--- src/fmtPkg.sv ---
// ~~~~~~~~~~~~~~~~~~~~
// fixed-point formats of the first-layer write-back path, all two's complement
// one beat carries five partial sums per lane, two lanes
// ~~~~~~~~~~~~~~~~~~~~
package fmtPkg;

    localparam int SumWidth    = 19;
    localparam int SumsPerLane = 5;
    localparam int AccWidth    = 22;  // room for growth of five terms
    localparam int ShiftAmount = 9;   // fixed-point scaling
    localparam int PixelWidth  = 8;

    typedef logic signed [SumWidth-1:0]   sum_t;
    typedef logic signed [PixelWidth-1:0] pixel_t;

    // element 0 sits in the low bits
    typedef sum_t [SumsPerLane-1:0] laneSums_t;

    // one input beat, 190 bits wide
    typedef struct packed {
        laneSums_t laneA;
        laneSums_t laneB;
    } sumBeat_t;

    typedef struct packed {
        pixel_t pixA;
        pixel_t pixB;
    } pixelPair_t;

endpackage

--- src/memPkg.sv ---
// ~~~~~~~~~~~~~~~~~~~~
// block RAM side, one shared write enable for both ports
// ~~~~~~~~~~~~~~~~~~~~
package memPkg;

    localparam int AddrWidth    = 12;
    localparam int BytesPerWord = 8;
    localparam int WordWidth    = 64;

    typedef logic [WordWidth-1:0] word_t;
    typedef logic [AddrWidth-1:0] addr_t;

    typedef struct packed {
        word_t wordA;
        word_t wordB;
    } wordPair_t;

    // dual-port write, lane A on port 1, lane B on port 2
    typedef struct packed {
        logic  we;
        addr_t addrA;
        addr_t addrB;
        word_t dinA;
        word_t dinB;
    } memWrite_t;

endpackage

--- src/creditFifo.sv ---
// ~~~~~~~~~~~~~~~~~~~~
// upstream may push only while holding a credit; a push into a full buffer is lost
// ~~~~~~~~~~~~~~~~~~~~
`timescale 1ns/1ps

module creditFifo
    import fmtPkg::*;
#(
    parameter int FifoDepth = 4
) (
    input  logic     clk,
    input  logic     rst,
    input  logic     pushValid,
    input  sumBeat_t pushBeat,
    output logic     popValid,
    output sumBeat_t popBeat,
    output logic     creditReturn
);

    localparam int PtrWidth = (FifoDepth > 1) ? $clog2(FifoDepth) : 1;
    localparam int CntWidth = $clog2(FifoDepth + 1);

    sumBeat_t             mem [FifoDepth];
    logic [PtrWidth-1:0]  wrPtr;
    logic [PtrWidth-1:0]  rdPtr;
    logic [CntWidth-1:0]  count;
    logic                 doPop;

    // downstream never stalls, so any stored beat leaves at the next edge
    assign doPop    = (count != '0);
    assign popValid = doPop;
    assign popBeat  = mem[rdPtr];

    always_ff @(posedge clk) begin
        if (pushValid) begin
            mem[wrPtr] <= pushBeat;
        end
    end

    always_ff @(posedge clk or negedge rst) begin
        if (!rst) begin
            wrPtr <= '0;
            rdPtr <= '0;
        end else begin
            if (pushValid) begin
                wrPtr <= (wrPtr == PtrWidth'(FifoDepth - 1)) ? '0 : wrPtr + 1'b1;
            end
            if (doPop) begin
                rdPtr <= (rdPtr == PtrWidth'(FifoDepth - 1)) ? '0 : rdPtr + 1'b1;
            end
        end
    end

    always_ff @(posedge clk or negedge rst) begin
        if (!rst) begin
            count <= '0;
        end else begin
            case ({pushValid, doPop})
                2'b10:   count <= count + 1'b1;
                2'b01:   count <= count - 1'b1;
                default: count <= count;  // none, or push and pop together
            endcase
        end
    end

    // one credit back per popped beat
    always_ff @(posedge clk or negedge rst) begin
        if (!rst) begin
            creditReturn <= 1'b0;
        end else begin
            creditReturn <= doPop;
        end
    end

endmodule

--- src/laneReducer.sv ---
// ~~~~~~~~~~~~~~~~~~~~
// sum, arithmetic shift and clamp to a signed byte, one register stage
// ~~~~~~~~~~~~~~~~~~~~
`timescale 1ns/1ps

module laneReducer
    import fmtPkg::*;
(
    input  logic       clk,
    input  logic       rst,
    input  logic       inValid,
    input  sumBeat_t   inBeat,
    output logic       pixValid,
    output pixelPair_t pixels
);

    localparam logic signed [AccWidth-1:0] PixMax = AccWidth'((2 ** (PixelWidth - 1)) - 1);
    localparam logic signed [AccWidth-1:0] PixMin = -AccWidth'(2 ** (PixelWidth - 1));

    pixelPair_t pixNext;

    function automatic pixel_t reduceLane(input laneSums_t sums);
        logic signed [AccWidth-1:0] acc;
        logic signed [AccWidth-1:0] scaled;
        acc = '0;
        for (int i = 0; i < SumsPerLane; i++) begin
            acc = acc + {{(AccWidth - SumWidth){sums[i][SumWidth-1]}}, sums[i]};
        end
        scaled = acc >>> ShiftAmount;
        if (scaled > PixMax) begin
            return pixel_t'(PixMax);
        end else if (scaled < PixMin) begin
            return pixel_t'(PixMin);
        end
        return scaled[PixelWidth-1:0];
    endfunction

    always_comb begin
        pixNext.pixA = reduceLane(inBeat.laneA);
        pixNext.pixB = reduceLane(inBeat.laneB);
    end

    always_ff @(posedge clk) begin
        if (inValid) begin
            pixels <= pixNext;
        end
    end

    always_ff @(posedge clk or negedge rst) begin
        if (!rst) begin
            pixValid <= 1'b0;
        end else begin
            pixValid <= inValid;
        end
    end

endmodule

--- src/bytePacker.sv ---
// ~~~~~~~~~~~~~~~~~~~~
// first byte of each group lands in the top byte of the word
// ~~~~~~~~~~~~~~~~~~~~
`timescale 1ns/1ps

module bytePacker
    import fmtPkg::*;
    import memPkg::*;
(
    input  logic       clk,
    input  logic       rst,
    input  logic       pixValid,
    input  pixelPair_t pixels,
    output logic       wordValid,
    output wordPair_t  words
);

    localparam int PosWidth = $clog2(BytesPerWord);

    logic [PosWidth-1:0] bytePos;
    logic                lastByte;
    word_t               shiftA;
    word_t               shiftB;
    word_t               nextA;
    word_t               nextB;

    assign lastByte = (bytePos == PosWidth'(BytesPerWord - 1));

    // older bytes move up as new ones enter at the bottom
    assign nextA = {shiftA[WordWidth-PixelWidth-1:0], pixels.pixA};
    assign nextB = {shiftB[WordWidth-PixelWidth-1:0], pixels.pixB};

    always_ff @(posedge clk) begin
        if (pixValid) begin
            shiftA <= nextA;
            shiftB <= nextB;
        end
    end

    // completed pair held until the next word finishes
    always_ff @(posedge clk) begin
        if (pixValid && lastByte) begin
            words.wordA <= nextA;
            words.wordB <= nextB;
        end
    end

    always_ff @(posedge clk or negedge rst) begin
        if (!rst) begin
            bytePos <= '0;
        end else if (pixValid) begin
            bytePos <= lastByte ? '0 : bytePos + 1'b1;
        end
    end

    always_ff @(posedge clk or negedge rst) begin
        if (!rst) begin
            wordValid <= 1'b0;
        end else begin
            wordValid <= pixValid && lastByte;  // single-cycle pulse
        end
    end

endmodule

--- src/bankWriter.sv ---
// ~~~~~~~~~~~~~~~~~~~~
// index wraps at the address width; lane B sits BankOffset words above lane A
// ~~~~~~~~~~~~~~~~~~~~
`timescale 1ns/1ps

module bankWriter
    import memPkg::*;
#(
    parameter int BankOffset = 128
) (
    input  logic      clk,
    input  logic      rst,
    input  logic      wordValid,
    input  wordPair_t words,
    output memWrite_t memWr
);

    addr_t wordIdx;
    logic  weReg;
    addr_t addrAReg;
    addr_t addrBReg;
    word_t dinAReg;
    word_t dinBReg;

    always_ff @(posedge clk or negedge rst) begin
        if (!rst) begin
            weReg   <= 1'b0;
            wordIdx <= '0;
        end else begin
            weReg <= wordValid;
            if (wordValid) begin
                wordIdx <= wordIdx + 1'b1;
            end
        end
    end

    always_ff @(posedge clk) begin
        if (wordValid) begin
            addrAReg <= wordIdx;
            addrBReg <= addr_t'(BankOffset) + wordIdx;
            dinAReg  <= words.wordA;
            dinBReg  <= words.wordB;
        end
    end

    assign memWr = '{we: weReg, addrA: addrAReg, addrB: addrBReg,
                     dinA: dinAReg, dinB: dinBReg};

endmodule

--- src/writeback.sv ---
// ~~~~~~~~~~~~~~~~~~~~
// upstream starts with FifoDepth credits; memory side has no back-pressure
// ~~~~~~~~~~~~~~~~~~~~
`timescale 1ns/1ps

module writeback
    import fmtPkg::*;
    import memPkg::*;
#(
    parameter int FifoDepth  = 4,
    parameter int BankOffset = 128
) (
    input  logic      clk,
    input  logic      rst,
    input  logic      sumValid,
    input  sumBeat_t  sumBeat,
    output logic      creditReturn,
    output memWrite_t memWr
);

    logic       popValid;
    sumBeat_t   popBeat;
    logic       pixValid;
    pixelPair_t pixels;
    logic       wordValid;
    wordPair_t  words;

    creditFifo #(
        .FifoDepth(FifoDepth)
    ) inFifo (
        .clk         (clk),
        .rst         (rst),
        .pushValid   (sumValid),
        .pushBeat    (sumBeat),
        .popValid    (popValid),
        .popBeat     (popBeat),
        .creditReturn(creditReturn)
    );

    laneReducer reducer (
        .clk     (clk),
        .rst     (rst),
        .inValid (popValid),
        .inBeat  (popBeat),
        .pixValid(pixValid),
        .pixels  (pixels)
    );

    bytePacker packer (
        .clk      (clk),
        .rst      (rst),
        .pixValid (pixValid),
        .pixels   (pixels),
        .wordValid(wordValid),
        .words    (words)
    );

    bankWriter #(
        .BankOffset(BankOffset)
    ) writer (
        .clk      (clk),
        .rst      (rst),
        .wordValid(wordValid),
        .words    (words),
        .memWr    (memWr)
    );

endmodule

--- config.mk ---
export PLATFORM = sky130hd
export DESIGN_NAME = writeback
export DESIGN_NICKNAME = d
export VERILOG_FILES = /design/src/fmtPkg.sv /design/src/memPkg.sv /design/src/creditFifo.sv /design/src/laneReducer.sv /design/src/bytePacker.sv /design/src/bankWriter.sv /design/src/writeback.sv
export SDC_FILE = /design/constraint.sdc
export NUM_CORES = 1
export LEC_CHECK = 0
export BUFFER_PORTS_ARGS = -buffer_cell sky130_fd_sc_hd__buf_2
export CAP_MARGIN = 30
export CORE_MARGIN = 4
export CORE_UTILIZATION = 55
export CTS_BUF_LIST = sky130_fd_sc_hd__clkbuf_8
export CTS_CLUSTER_SIZE = 28
export DETAILED_ROUTE_END_ITERATION = 12
export HOLD_SLACK_MARGIN = 0.05
export PLACE_DENSITY_LB_ADDON = 0.15
export SYNTH_ARGS = -nofsm -noshare
export SYNTH_HDL_FRONTEND = slang
export SYNTH_HIERARCHICAL = 1
export SYNTH_SLANG_ARGS = --single-unit
export TNS_END_PERCENT = 50
--- constraint.sdc ---
create_clock -name clk -period 13 [get_ports clk]
set_input_delay 1.95 -clock clk [delete_from_list [all_inputs] [get_ports clk]]
set_output_delay 1.95 -clock clk [all_outputs]
set_load 0.02 [all_outputs]
# Word-level counts from Yosys, hierarchy flattened
# Memories as Yosys holds them, arrays and structs flattened.
# Cells that the tools add are included.
[totals]
regBits = 433
ram_bits = 760
input_bits = 193
out_inout_bits = 154
word_cells = 62
n_memories = 1
[mem_list]
columns = ["name", "depth", "width", "rd", "rd_clocked_by_memory_dff", "wr", "line", "text"]
rows = [
  ["inFifo.mem", 4, 190, 1, 0, 1, "creditFifo.sv:23", "sumBeat_t mem [FifoDepth];"],
]
[classes]
addsub = 15
magnitude_cmp = 4
n_eq_ne = 5
muxes = 16
reduce_logical = 3
[op_table]
columns = ["op", "n"]
rows = [
  ["$add 22x22->22", 6],
  ["$mux 8", 6],
  ["$add 19x19->20", 2],
  ["$gt 13x8->1 const B", 2],
  ["$lt 13x8->1 const B", 2],
  ["$add 12x1->12 const B", 1],
  ["$add 8x12->12 const A", 1],
  ["$add 3x1->3 const B", 2],
  ["$eq 2x2->1 const B", 3],
  ["$mux 1", 6],
  ["$pmux 3 s2", 1],
  ["$add 2x1->2 const B", 2],
  ["$mux 2", 2],
  ["$eq 3x3->1 const B", 1],
  ["$mux 3", 1],
  ["$reduce_bool 3->1", 1],
  ["$sub 3x1->3 const B", 1],
  ["$eq 2x1->1 const B", 1],
  ["$reduce_bool 2->1", 1],
  ["$logic_and 1x1->1", 1],
]

# Longest topological paths before layout
# Gate-level depths: netlist of the first run.
# An unclocked memory read counts as a cell.
[depth]
ltp_word = 9
depth_mapped = 30
ltp_nobuf = 26

# Modules after synthesis
# The synthesis of the first run kept the hierarchy.
[by_module_without_submodules]
columns = ["module", "instances", "cells_per_inst", "area_each_um2", "seq_area_each_um2"]
rows = [
  ["creditFifo", 1, 1032, 28053.2, 23022.1],
  ["bytePacker", 1, 251, 7378.3, 7307.0],
  ["laneReducer", 1, 587, 5480.3, 505.5],
  ["bankWriter", 1, 201, 4998.5, 4679.5],
]

# Least setup slack after synthesis of the first run
# No wires, ideal clock.
[synth_timing]
kind = "input port to flip-flop"
start = "input sumValid"
end = "memory inFifo/mem[0][0] (netlist bit) (enable)"
setup_time_ns = 0.573
t_arrival_ns = 6.265
required_time_ns = 12.427
setup_slack_ns = 6.162
stages = 1
n_path_buf = 0
cell_sequence = "and2_1"
[synth_between]
elab_chain_cells = 2
[synth_rtl]
columns = ["element", "line", "text"]
rows = [
  ["start: declaration", "writeback.sv:15", "input logic sumValid,"],
  ["$mux 1", "creditFifo.sv:35", "if (pushValid) begin"],
  ["$mux 1 (not written as such)", "creditFifo.sv:36", "mem[wrPtr] <= pushBeat;"],
  ["end: declaration", "creditFifo.sv:23", ""],
]
# Every way passes these cells.

==> flow_metrics.env, run 1 <==
export IMPL_setup_worst_path_end_class="register"
export IMPL_yosys_register_bits=1187
export IMPL_antenna_found_initial=41
export IMPL_setup_tns_ns=0
export IMPL_synth_compound_area_frac=0.01821
export IMPL_cp_required_ns=13.56
export IMPL_yosysTopAreaCell="edfxtp_1"
export IMPL_routed_via_density=5.389
export IMPL_arrival_ns=8.27
export IMPL_grt_first_pass_wirelength_mm=127.4
export IMPL_cts_tree="done"
export IMPL_clk_pin_slew_ns=0.06
export IMPL_yosys_most_used_dff="edfxtp_1"
export IMPL_vias=20473
export IMPL_synth_top_cell_area_share=0.7594
export IMPL_period_share=0.5929
export IMPL_synthCells=2071
export IMPL_multiInputGateArea_um2=9184
export IMPL_hold_class="register to register"
export IMPL_slew_violations=0
export IMPL_synth_top_family_by_area="multiplexers"
export IMPL_wl_per_cell_um=21.55
export IMPL_critPathKind="register to register"
export IMPL_slew_headroom=0.3687
export IMPL_postSynthAreaPerCell_um2=22.17
export IMPL_grt_pass1_vias=21658
export IMPL_r2r_slack_ns=5.29
export IMPL_synth_xor_xnor_area_share=0.01085
export IMPL_crit_fanout=84
export IMPL_syn_nets=2432
export IMPL_cp_start_kind="register"
export IMPL_synth_edff_count=1161
export IMPL_grt_remaining_overflow=0
export IMPL_dpl_hpwl_mm=51.12
export IMPL_drive_above_1_share=0.3008
export IMPL_place_gp_congestion=0.7927
export IMPL_die_x_um=296.9
export IMPL_ys_top_cells_by_count="1,161 x edfxtp_1, 190 x mux4_2, 169 x inv_1"
export IMPL_synth_async_sr_flop_share=0.02190
export IMPL_start_util=0.5573
export IMPL_clk_path_buf_depth=3
export IMPL_numPortBuffers=346
export IMPL_grt_max_degree=120
export IMPL_min_period_ns=7.707
export IMPL_netlist_area_um2=45910
export IMPL_clock_sinks=1187
export IMPL_core_area_um2=82370
export IMPL_track_usage=0.1889
export IMPL_die_area_um2=88160
export IMPL_synth_top_cells_by_area="edfxtp_1 76%, mux4_2 9.3%, fa_1 4.3%"
export IMPL_synth_most_common_cell="edfxtp_1"
export IMPL_max_freq_mhz=129.7
export IMPL_synth_cell_types=66
export IMPL_rsz0062_at_grt="no"
export IMPL_r2r_start="inFifo/rdPtr[0]"
export IMPL_final_core_util=0.6312
export IMPL_seq_area_frac_synth=0.7736
export IMPL_ys_warn_count=6
export IMPL_fill_cells=5714
export IMPL_hold_viol_final=0
export IMPL_area_sequential_um2=35530
export IMPL_synth_area_mux_share=0.09484
export IMPL_yosys_area_share_simple=0.01393
export IMPL_dieHeight_um=296.9
export IMPL_postCtsHoldBufs=0
export IMPL_synthToLayoutAreaGrowth_pct=13.25
export IMPL_drt_pass1_iterations=5
export IMPL_drc=0
export IMPL_cts_resized=0
export IMPL_nets=2934
export IMPL_min_from="packer/words[60]"
export IMPL_clkLatencyLatePin_ns=0.82
export IMPL_synthAdderAreaFrac=0.06197
export IMPL_worst_pin_slew_ns=0.9470
export IMPL_drt_total_wl_mm=81.88
export IMPL_ant_nets=0
export IMPL_critPathLaunch="inFifo/rdPtr[0]"
export IMPL_drt_iter0_markers=1447
export IMPL_num_rows=105
export IMPL_final_setup_viol_count=0
export IMPL_cts_buffers=183
export IMPL_outcome="complete, no violations"
export IMPL_drv_cap=0
export IMPL_cts_setup_buffers=0
export IMPL_htreeDepth=4
export IMPL_pin_count=347
export IMPL_cts_root_buf="clkbuf_8"
export IMPL_skew_ns=0.03034
-- placed cells by master (no fill, tap or decap), types with 6 or more instances in the layout --
cell type     n
nand4_1       9
and3_1        6
buf_2       346
nor2_1       24
xor2_1       27
nand2_1      23
nand3_1       7
buf_4        20
a21oi_1      32
inv_1       227
clkinv_1     45
o21ai_1       6
edfxtp_1   1161
clkinv_2     13
o21ai_0      16
fa_1         99
dfrtp_1      22
nor3_1       12
ha_1         69
diode_2      20
a21o_1       28
mux4_2      190
clkbuf_8    187
xnor2_1      28
-- state kept, by name, indices dropped and copies added (netlist names), 5 cells and up --
signal and count:
reducer/pixels 16, packer/shiftB 56, writer/addrAReg 12, writer/dinBReg 64, packer/shiftA 56, inFifo/mem 760
writer/addrBReg 5, writer/dinAReg 64, packer/words 128, writer/wordIdx 12
-- layout make-up --
| class | instances | share of cell area |
|---|---|---|
| Multi-Input combinational cell | 661 | 0.1766 |
| Timing Repair Buffer | 371 | 0.03855 |
| Inverter | 169 | 0.01220 |
| Tap cell | 1070 | 0.02575 |
| Clock inverter | 134 | 0.01307 |
| Antenna cell | 20 | 0.0009626 |
| Sequential cell | 1187 | 0.6833 |
| Clock buffer | 187 | 0.04950 |
-- through the flow --
stage                     std cells  hold slack (ns)  cell area, µm²  setup slack [ns]
final                          3799           0.4019           51990             5.293
after global routing           3784           0.3991           51960             4.665
after CTS                      3776           0.3907           51860             5.170
after detailed placement       3455           0.4045           48610             5.175
after global placement         3455           0.4009           48610             5.419
after floorplan                2071           0.4003           45910             6.162
-- cells by family after synthesis --
family / after synthesis
buffers and inverters: 223
AND/OR/NAND/NOR: 117
adder cells (fa/ha/maj): 168
flip-flops: 1187
multiplexers: 197
XOR/XNOR: 56
AO/OA/AOI/OAI: 123
-- worst max-delay path, stage by stage (launching register included) --
cell      delay, ns
dfrtp_4        1.00
buf_12         0.55
mux4_2         0.35
inv_1          0.06
fa_1           0.54
inv_1          0.05
ha_1           0.20
fa_1           0.47
a21o_1         0.18
a21oi_2        0.21
o21ai_1        0.13
a31o_1         0.21
or4_1          0.45
and3_1         0.19
o21ai_0        0.15
a21oi_1        0.11
fa_1           0.39
ha_1           0.41
a21o_1         0.22
a21oi_1        0.27
nand2b_1       0.15
nand3b_1       0.19
a31oi_1        0.21
xnor2_1        0.22
o21ai_2        0.18
a31o_1         0.22
-- metal layers --
metal,GRT usage,vias up,share of wire
met4,0.05874,32,0.020
li1,-,9245,-
met1,0.2625,10446,0.43
met3,0.06062,173,0.075
met5,0,-,0.0023
met2,0.2910,577,0.48
-- final timing paths --
check	to	cells past startpoint
setup / recovery	reducer/pixels[8]	25
hold / removal	writer/dinBReg[60]	0
setup reg to reg	reducer/pixels[8]	25
hold reg to reg	writer/dinBReg[60]	0
max in group asynchronous	inFifo/rdPtr[0]	1
min in group asynchronous	packer/bytePos[1]	1
Power of run 1 is left out: the tool's default activity adds up to more than one toggle a clock period on the data nets, which glitch-free logic cannot reach.
==> run 2, diff against run 1 <==
--- a/config.mk
+++ b/config.mk
@@ -5,6 +5,7 @@
 export SDC_FILE = /design/constraint.sdc
 export NUM_CORES = 1
 export LEC_CHECK = 0
+export ABC_AREA = 1
 export BUFFER_PORTS_ARGS = -buffer_cell sky130_fd_sc_hd__buf_2
 export CAP_MARGIN = 30
 export CORE_MARGIN = 4
==> constraint.sdc (replaced) <==
create_clock -name clk -period 6.65 [get_ports clk]
set_input_delay 0.9975 -clock clk [delete_from_list [all_inputs] [get_ports clk]]
set_output_delay 0.9975 -clock clk [all_outputs]
set_load 0.02 [all_outputs]
==> flow_metrics.env, run 2 <==
export IMPL_slew_violations=0
export IMPL_cts_tree="done"
export IMPL_setup_worst_path_end_class="register"
export IMPL_hold_slack_ns=0.2460
export IMPL_outcome="complete, no violations"
export IMPL_cp_start_kind="register"
export IMPL_antenna_found_initial=39
export IMPL_synth_cell_types=45
export IMPL_final_core_util=0.6259
export IMPL_slew_headroom=0.3220
export IMPL_drt_iter0_markers=1730
export IMPL_setup_tns_ns=0
export IMPL_vias=27356
export IMPL_drt_total_wl_mm=96.61
export IMPL_die_x_um=307.2
export IMPL_dpl_hpwl_mm=61.53
export IMPL_place_gp_congestion=0.8836
export IMPL_period_share=0.9170
export IMPL_synth_most_common_cell="edfxtp_1"
export IMPL_cp_required_ns=7.21
export IMPL_dieHeight_um=307.2
export IMPL_ys_warn_count=6
export IMPL_wl_per_cell_um=17.93
export IMPL_largestRegisters="inFifo/mem (760), packer/words (128)"
export IMPL_grt_pass1_vias=26288
export IMPL_drt_pass1_iterations=5
export IMPL_rsz0062_at_grt="no"
export IMPL_top_register="inFifo/mem"
export IMPL_start_util=0.5554
export IMPL_synthCells=3637
export IMPL_min_period_ns=6.098
export IMPL_clk_pin_slew_ns=0.06
export IMPL_layout_common_cells="1,161 x edfxtp_1, 817 x nand2_1, 679 x inv_1, 382 x o211ai_1, 346 x buf_2"
export IMPL_clock_sinks=1187
export IMPL_routed_via_density=5.078
export IMPL_seq_area_frac_synth=0.7213
export IMPL_num_rows=109
export IMPL_cts_resized=0
export IMPL_pre_cts_slack_ns=0.6089
export IMPL_cts_setup_buffers=0
export IMPL_synthToLayoutAreaGrowth_pct=12.68
export IMPL_drc=0
export IMPL_worst_pin_slew_ns=1.017
export IMPL_cts_root_buf="clkbuf_8"
export IMPL_arrival_ns=6.66
export IMPL_htreeDepth=4
export IMPL_clk_path_buf_depth=3
export IMPL_max_freq_mhz=164.0
export IMPL_nets=4422
export IMPL_syn_nets=3998
export IMPL_yosysTopAreaCell="edfxtp_1"
export IMPL_synth_top_cells_by_area="edfxtp_1 71%, nand2_1 6.2%, o211ai_1 5.8%"
export IMPL_grt_max_degree=157
export IMPL_setup_ws_ns=0.5522
export IMPL_layout_commonest_cell="edfxtp_1"
export IMPL_cp_slowest_cell="fa_1"
export IMPL_netlist_area_um2=49240
export IMPL_hold_viol_final=0
export IMPL_max_stage_delay_ns=0.48
export IMPL_ant_nets=0
export IMPL_crit_top_cell="nand2_1"
export IMPL_largest_register_ffs=760
export IMPL_core_area_um2=88650
export IMPL_grt_first_pass_wirelength_mm=148.4
export IMPL_synth_edff_count=1161
export IMPL_hold_class="input port to asynchronous set/reset pin"
export IMPL_critPathKind="register to register"
export IMPL_pin_count=347
export IMPL_synth_async_sr_flop_share=0.02190
export IMPL_grt_remaining_overflow=0
export IMPL_clkLatencyLatePin_ns=0.83
export IMPL_fill_cells=6808
export IMPL_synth_top_cell_area_share=0.7081
export IMPL_ys_top_cells_by_count="1,161 x edfxtp_1, 817 x nand2_1, 631 x inv_1"
export IMPL_track_usage=0.2051
export IMPL_die_area_um2=94370
export IMPL_yosys_register_bits=1187
export IMPL_drive_above_1_share=0.1537
export IMPL_r2r_start="inFifo/rdPtr[0]"
export IMPL_critPathLaunch="inFifo/rdPtr[0]"
export IMPL_multiInputGateArea_um2=10630
export IMPL_numPortBuffers=346
export IMPL_cts_buffers=183
export IMPL_skew_ns=0.02599
export IMPL_area_sequential_um2=35530
export IMPL_postCtsHoldBufs=0
export IMPL_postSynthAreaPerCell_um2=13.54
export IMPL_yosys_most_used_dff="edfxtp_1"
export IMPL_final_setup_viol_count=0
export IMPL_crit_fanout=112
export IMPL_drv_cap=0
run 2: cell types whose count changed in the layout (fill, tap and decap cells not counted), sizes merged, moves of 5 or more:
cell and change:
clkinvlp +5, o211ai +382, a21o -27, inv +455, and3 -8, nor2 +38
nand3 +38, mux4 -190, nand2b -5, xnor2 -13, o21ai +8, clkinv +10
a21oi +27, nand2 +805
run 2: layout make-up:
type	instances	share of cell area
Clock inverter	139	0.01252
Tap cell	1165	0.02627
Sequential cell	1187	0.6403
Timing Repair Buffer	375	0.03775
Antenna cell	19	0.0008570
Inverter	638	0.04402
Clock buffer	188	0.04664
Multi-Input combinational cell	1676	0.1916
run 2: through the flow:
step                      std cells  cell area (µm²)
final                          5387            55480
after global routing           5377            55460
after CTS                      5367            55410
after detailed placement       5040            52120
after global placement         5040            52120
after floorplan                3637            49240
run 2: final timing paths:
kind	endpoint	slack, ns	depth (start not counted)
worst max-delay path	reducer/pixels[14]	0.55	31
worst min-delay path	writer/wordIdx[0]	0.25	1
worst max register to register	reducer/pixels[14]	0.55	31
worst min register to register	writer/dinAReg[60]	0.41	0
max in group asynchronous	reducer/pixValid	5.85	1
min in group clk	inFifo/mem[3][126]	0.38	1
run 2: routing by layer:
layer / up-vias / track usage / share of wire
met5: - / 0 / 0.0021
met4: 28 / 0.06486 / 0.021
met3: 186 / 0.05825 / 0.069
li1: 13461 / - / -
met2: 650 / 0.3256 / 0.47
met1: 13031 / 0.2789 / 0.44
run 2: critical path: cells and delay by family (launching register included):
kind	cells	cell delay, ns
AOI/OAI and AO/OA	6	0.98
adders and majority gates	4	1.63
xor gates and xnor gates	1	0.32
DFF	1	0.45
and+or+nand+nor	17	1.46
buffers and inverters	3	0.91
run 2: logic make-up (layout without fill, tap and decap cells):
group	Yosys count	count (layout)	synth area share
flip-flops	1187	1187	0.7213
adder cells (fa/ha/maj)	168	168	0.05779
buffers and inverters	774	1340	0.06279
AND/OR/NAND/NOR	969	969	0.07921
other	0	19	0
AO/OA/AOI/OAI	496	496	0.07113
XOR/XNOR	43	43	0.007802
Power of run 2 is left out for the same reason.
==> run 3, diff against run 2 <==
--- a/config.mk
+++ b/config.mk
@@ -8,6 +8,7 @@
 export ABC_AREA = 1
 export BUFFER_PORTS_ARGS = -buffer_cell sky130_fd_sc_hd__buf_2
 export CAP_MARGIN = 30
+export CORE_ASPECT_RATIO = 2
 export CORE_MARGIN = 4
 export CORE_UTILIZATION = 55
 export CTS_BUF_LIST = sky130_fd_sc_hd__clkbuf_8
==> flow_metrics.env, run 3 (synthesized netlist as in run 2, its figures left out) <==
export IMPL_outcome="complete, no violations"
export IMPL_hold_viol_final=0
export IMPL_vias=27530
export IMPL_layout_common_cells="1,161 x edfxtp_1, 817 x nand2_1, 661 x inv_1, 382 x o211ai_1, 346 x buf_2"
export IMPL_final_setup_viol_count=0
export IMPL_placed_area_um2=52190
export IMPL_drv_cap=0
export IMPL_worst_pin_slew_ns=0.9139
export IMPL_drc=0
export IMPL_ant_nets=0
export IMPL_slew_headroom=0.3907
export IMPL_cts_resized=0
export IMPL_cts_setup_buffers=0
export IMPL_cts_root_buf="clkbuf_8"
export IMPL_r2r_start="inFifo/rdPtr[0]"
export IMPL_pin_count=347
export IMPL_period_share=0.9137
export IMPL_area_sequential_um2=35530
export IMPL_grt_pass1_vias=27116
export IMPL_grt_remaining_overflow=0
export IMPL_largestRegisters="inFifo/mem (760), packer/words (128)"
export IMPL_top_register="inFifo/mem"
export IMPL_cp_required_ns=7.25
export IMPL_crit_fanout=59
export IMPL_skew_ns=0.02714
export IMPL_critPathKind="register to register"
export IMPL_max_freq_mhz=164.6
export IMPL_clkLatencyLatePin_ns=0.85
export IMPL_drt_total_wl_mm=99.36
export IMPL_synthToLayoutAreaGrowth_pct=12.28
export IMPL_rsz0062_at_grt="no"
export IMPL_arrival_ns=6.68
export IMPL_drive_above_1_share=0.1550
export IMPL_clock_sinks=1187
export IMPL_multiInputGateArea_um2=10630
export IMPL_critPathLaunch="inFifo/rdPtr[0]"
export IMPL_nets=4406
export IMPL_design_area_um2=55280
export IMPL_numPortBuffers=346
export IMPL_core_area_um2=89020
export IMPL_min_period_ns=6.076
export IMPL_grt_max_degree=207
export IMPL_setup_tns_ns=0
export IMPL_setup_worst_path_end_class="register"
export IMPL_largest_register_ffs=760
export IMPL_htreeDepth=4
export IMPL_layout_commonest_cell="edfxtp_1"
export IMPL_routed_via_density=5.130
export IMPL_slew_violations=0
export IMPL_start_util=0.5531
export IMPL_postCtsHoldBufs=0
export IMPL_wl_per_cell_um=18.52
export IMPL_die_area_um2=94660
export IMPL_die_x_um=219.6
export IMPL_dpl_hpwl_mm=65.95
export IMPL_track_usage=0.2129
export IMPL_antenna_found_initial=35
export IMPL_dieHeight_um=431.1
export IMPL_drt_pass1_iterations=8
export IMPL_fill_cells=6757
export IMPL_cts_buffers=159
export IMPL_clk_path_buf_depth=3
export IMPL_cp_start_kind="register"
export IMPL_clk_pin_slew_ns=0.07
export IMPL_num_rows=155
export IMPL_place_gp_congestion=0.8978
export IMPL_grt_first_pass_wirelength_mm=152.4
export IMPL_hold_class="input port to asynchronous set/reset pin"
export IMPL_cts_tree="done"
export IMPL_drt_iter0_markers=1603
[run 3: changes by cell type in the layout (fill, tap and decap cells not counted), moves of 2 or more]
cell	delta
clkbuf_8	-25
inv_1	-18
clkinv_1	-17
buf_4	+10
inv_6	+7
bufinv_16	+5
clkinv_2	+5
diode_2	+2
inv_8	-2
[run 3: path summary, 6_finish.rpt]
check	end	slack [ns]	cells after the start
min reg2reg	writer/dinAReg[14]	0.39	0
max reg2reg	reducer/pixels[8]	0.57	26
min in group clk	inFifo/mem[0][42]	0.35	1
min	writer/wordIdx[11]	0.15	1
max in group asynchronous	reducer/pixValid	6.04	1
max	reducer/pixels[8]	0.57	26
[run 3: worst max-delay path, stage by stage (launching register included)]
cell and delay [ns]:
dfrtp_1 0.46, inv_8 0.31, buf_12 0.25, buf_4 0.37, nand2_1 0.09, o211ai_1 0.10, nand2_1 0.23, fa_1 0.56
ha_1 0.40, inv_1 0.10, nor4_1 0.44, nand3_1 0.17, nand3_1 0.17, xnor2_1 0.10, fa_1 0.49, inv_1 0.04
ha_1 0.33, a21oi_1 0.23, o21ai_0 0.13, a21oi_1 0.18, nand4_1 0.10, nand2_1 0.12, nand2_1 0.06, nor2_1 0.09
nand2_1 0.09, nand2_4 0.10, nand2_1 0.07
[run 3: layer usage]
metal | track usage | vias to the layer above | wire, µm
li1 | - | 13415 | -
met1 | 0.2489 | 13245 | 38140
met2 | 0.3783 | 636 | 52160
met3 | 0.05467 | 202 | 5776
met4 | 0.07645 | 32 | 3070
met5 | 0 | - | 210
[run 3: final cells by class]
type | count | area share
tap | 1177 | 0.02664
clock inverter | 121 | 0.01437
timing repair buffer | 383 | 0.03839
multi-input combinational | 1676 | 0.1923
clock buffer | 163 | 0.04058
sequential | 1187 | 0.6426
antenna | 21 | 0.0009506
inverter | 638 | 0.04413
[run 3: metrics by stage]
step | cells | utilization | setup WS [ns] | hold slack (ns)
floorplan | 3637 | - | 0.7933 | 0.4003
global placement | 5061 | 0.5863 | 0.6392 | 0.4010
detailed placement | 5061 | 0.5863 | 0.6159 | 0.4045
CTS | 5345 | 0.6204 | 0.6021 | 0.06680
global route | 5346 | 0.6205 | 0.06282 | 0.1509
finish | 5366 | 0.6210 | 0.5742 | 0.1549
Power of run 3 is left out for the same reason.
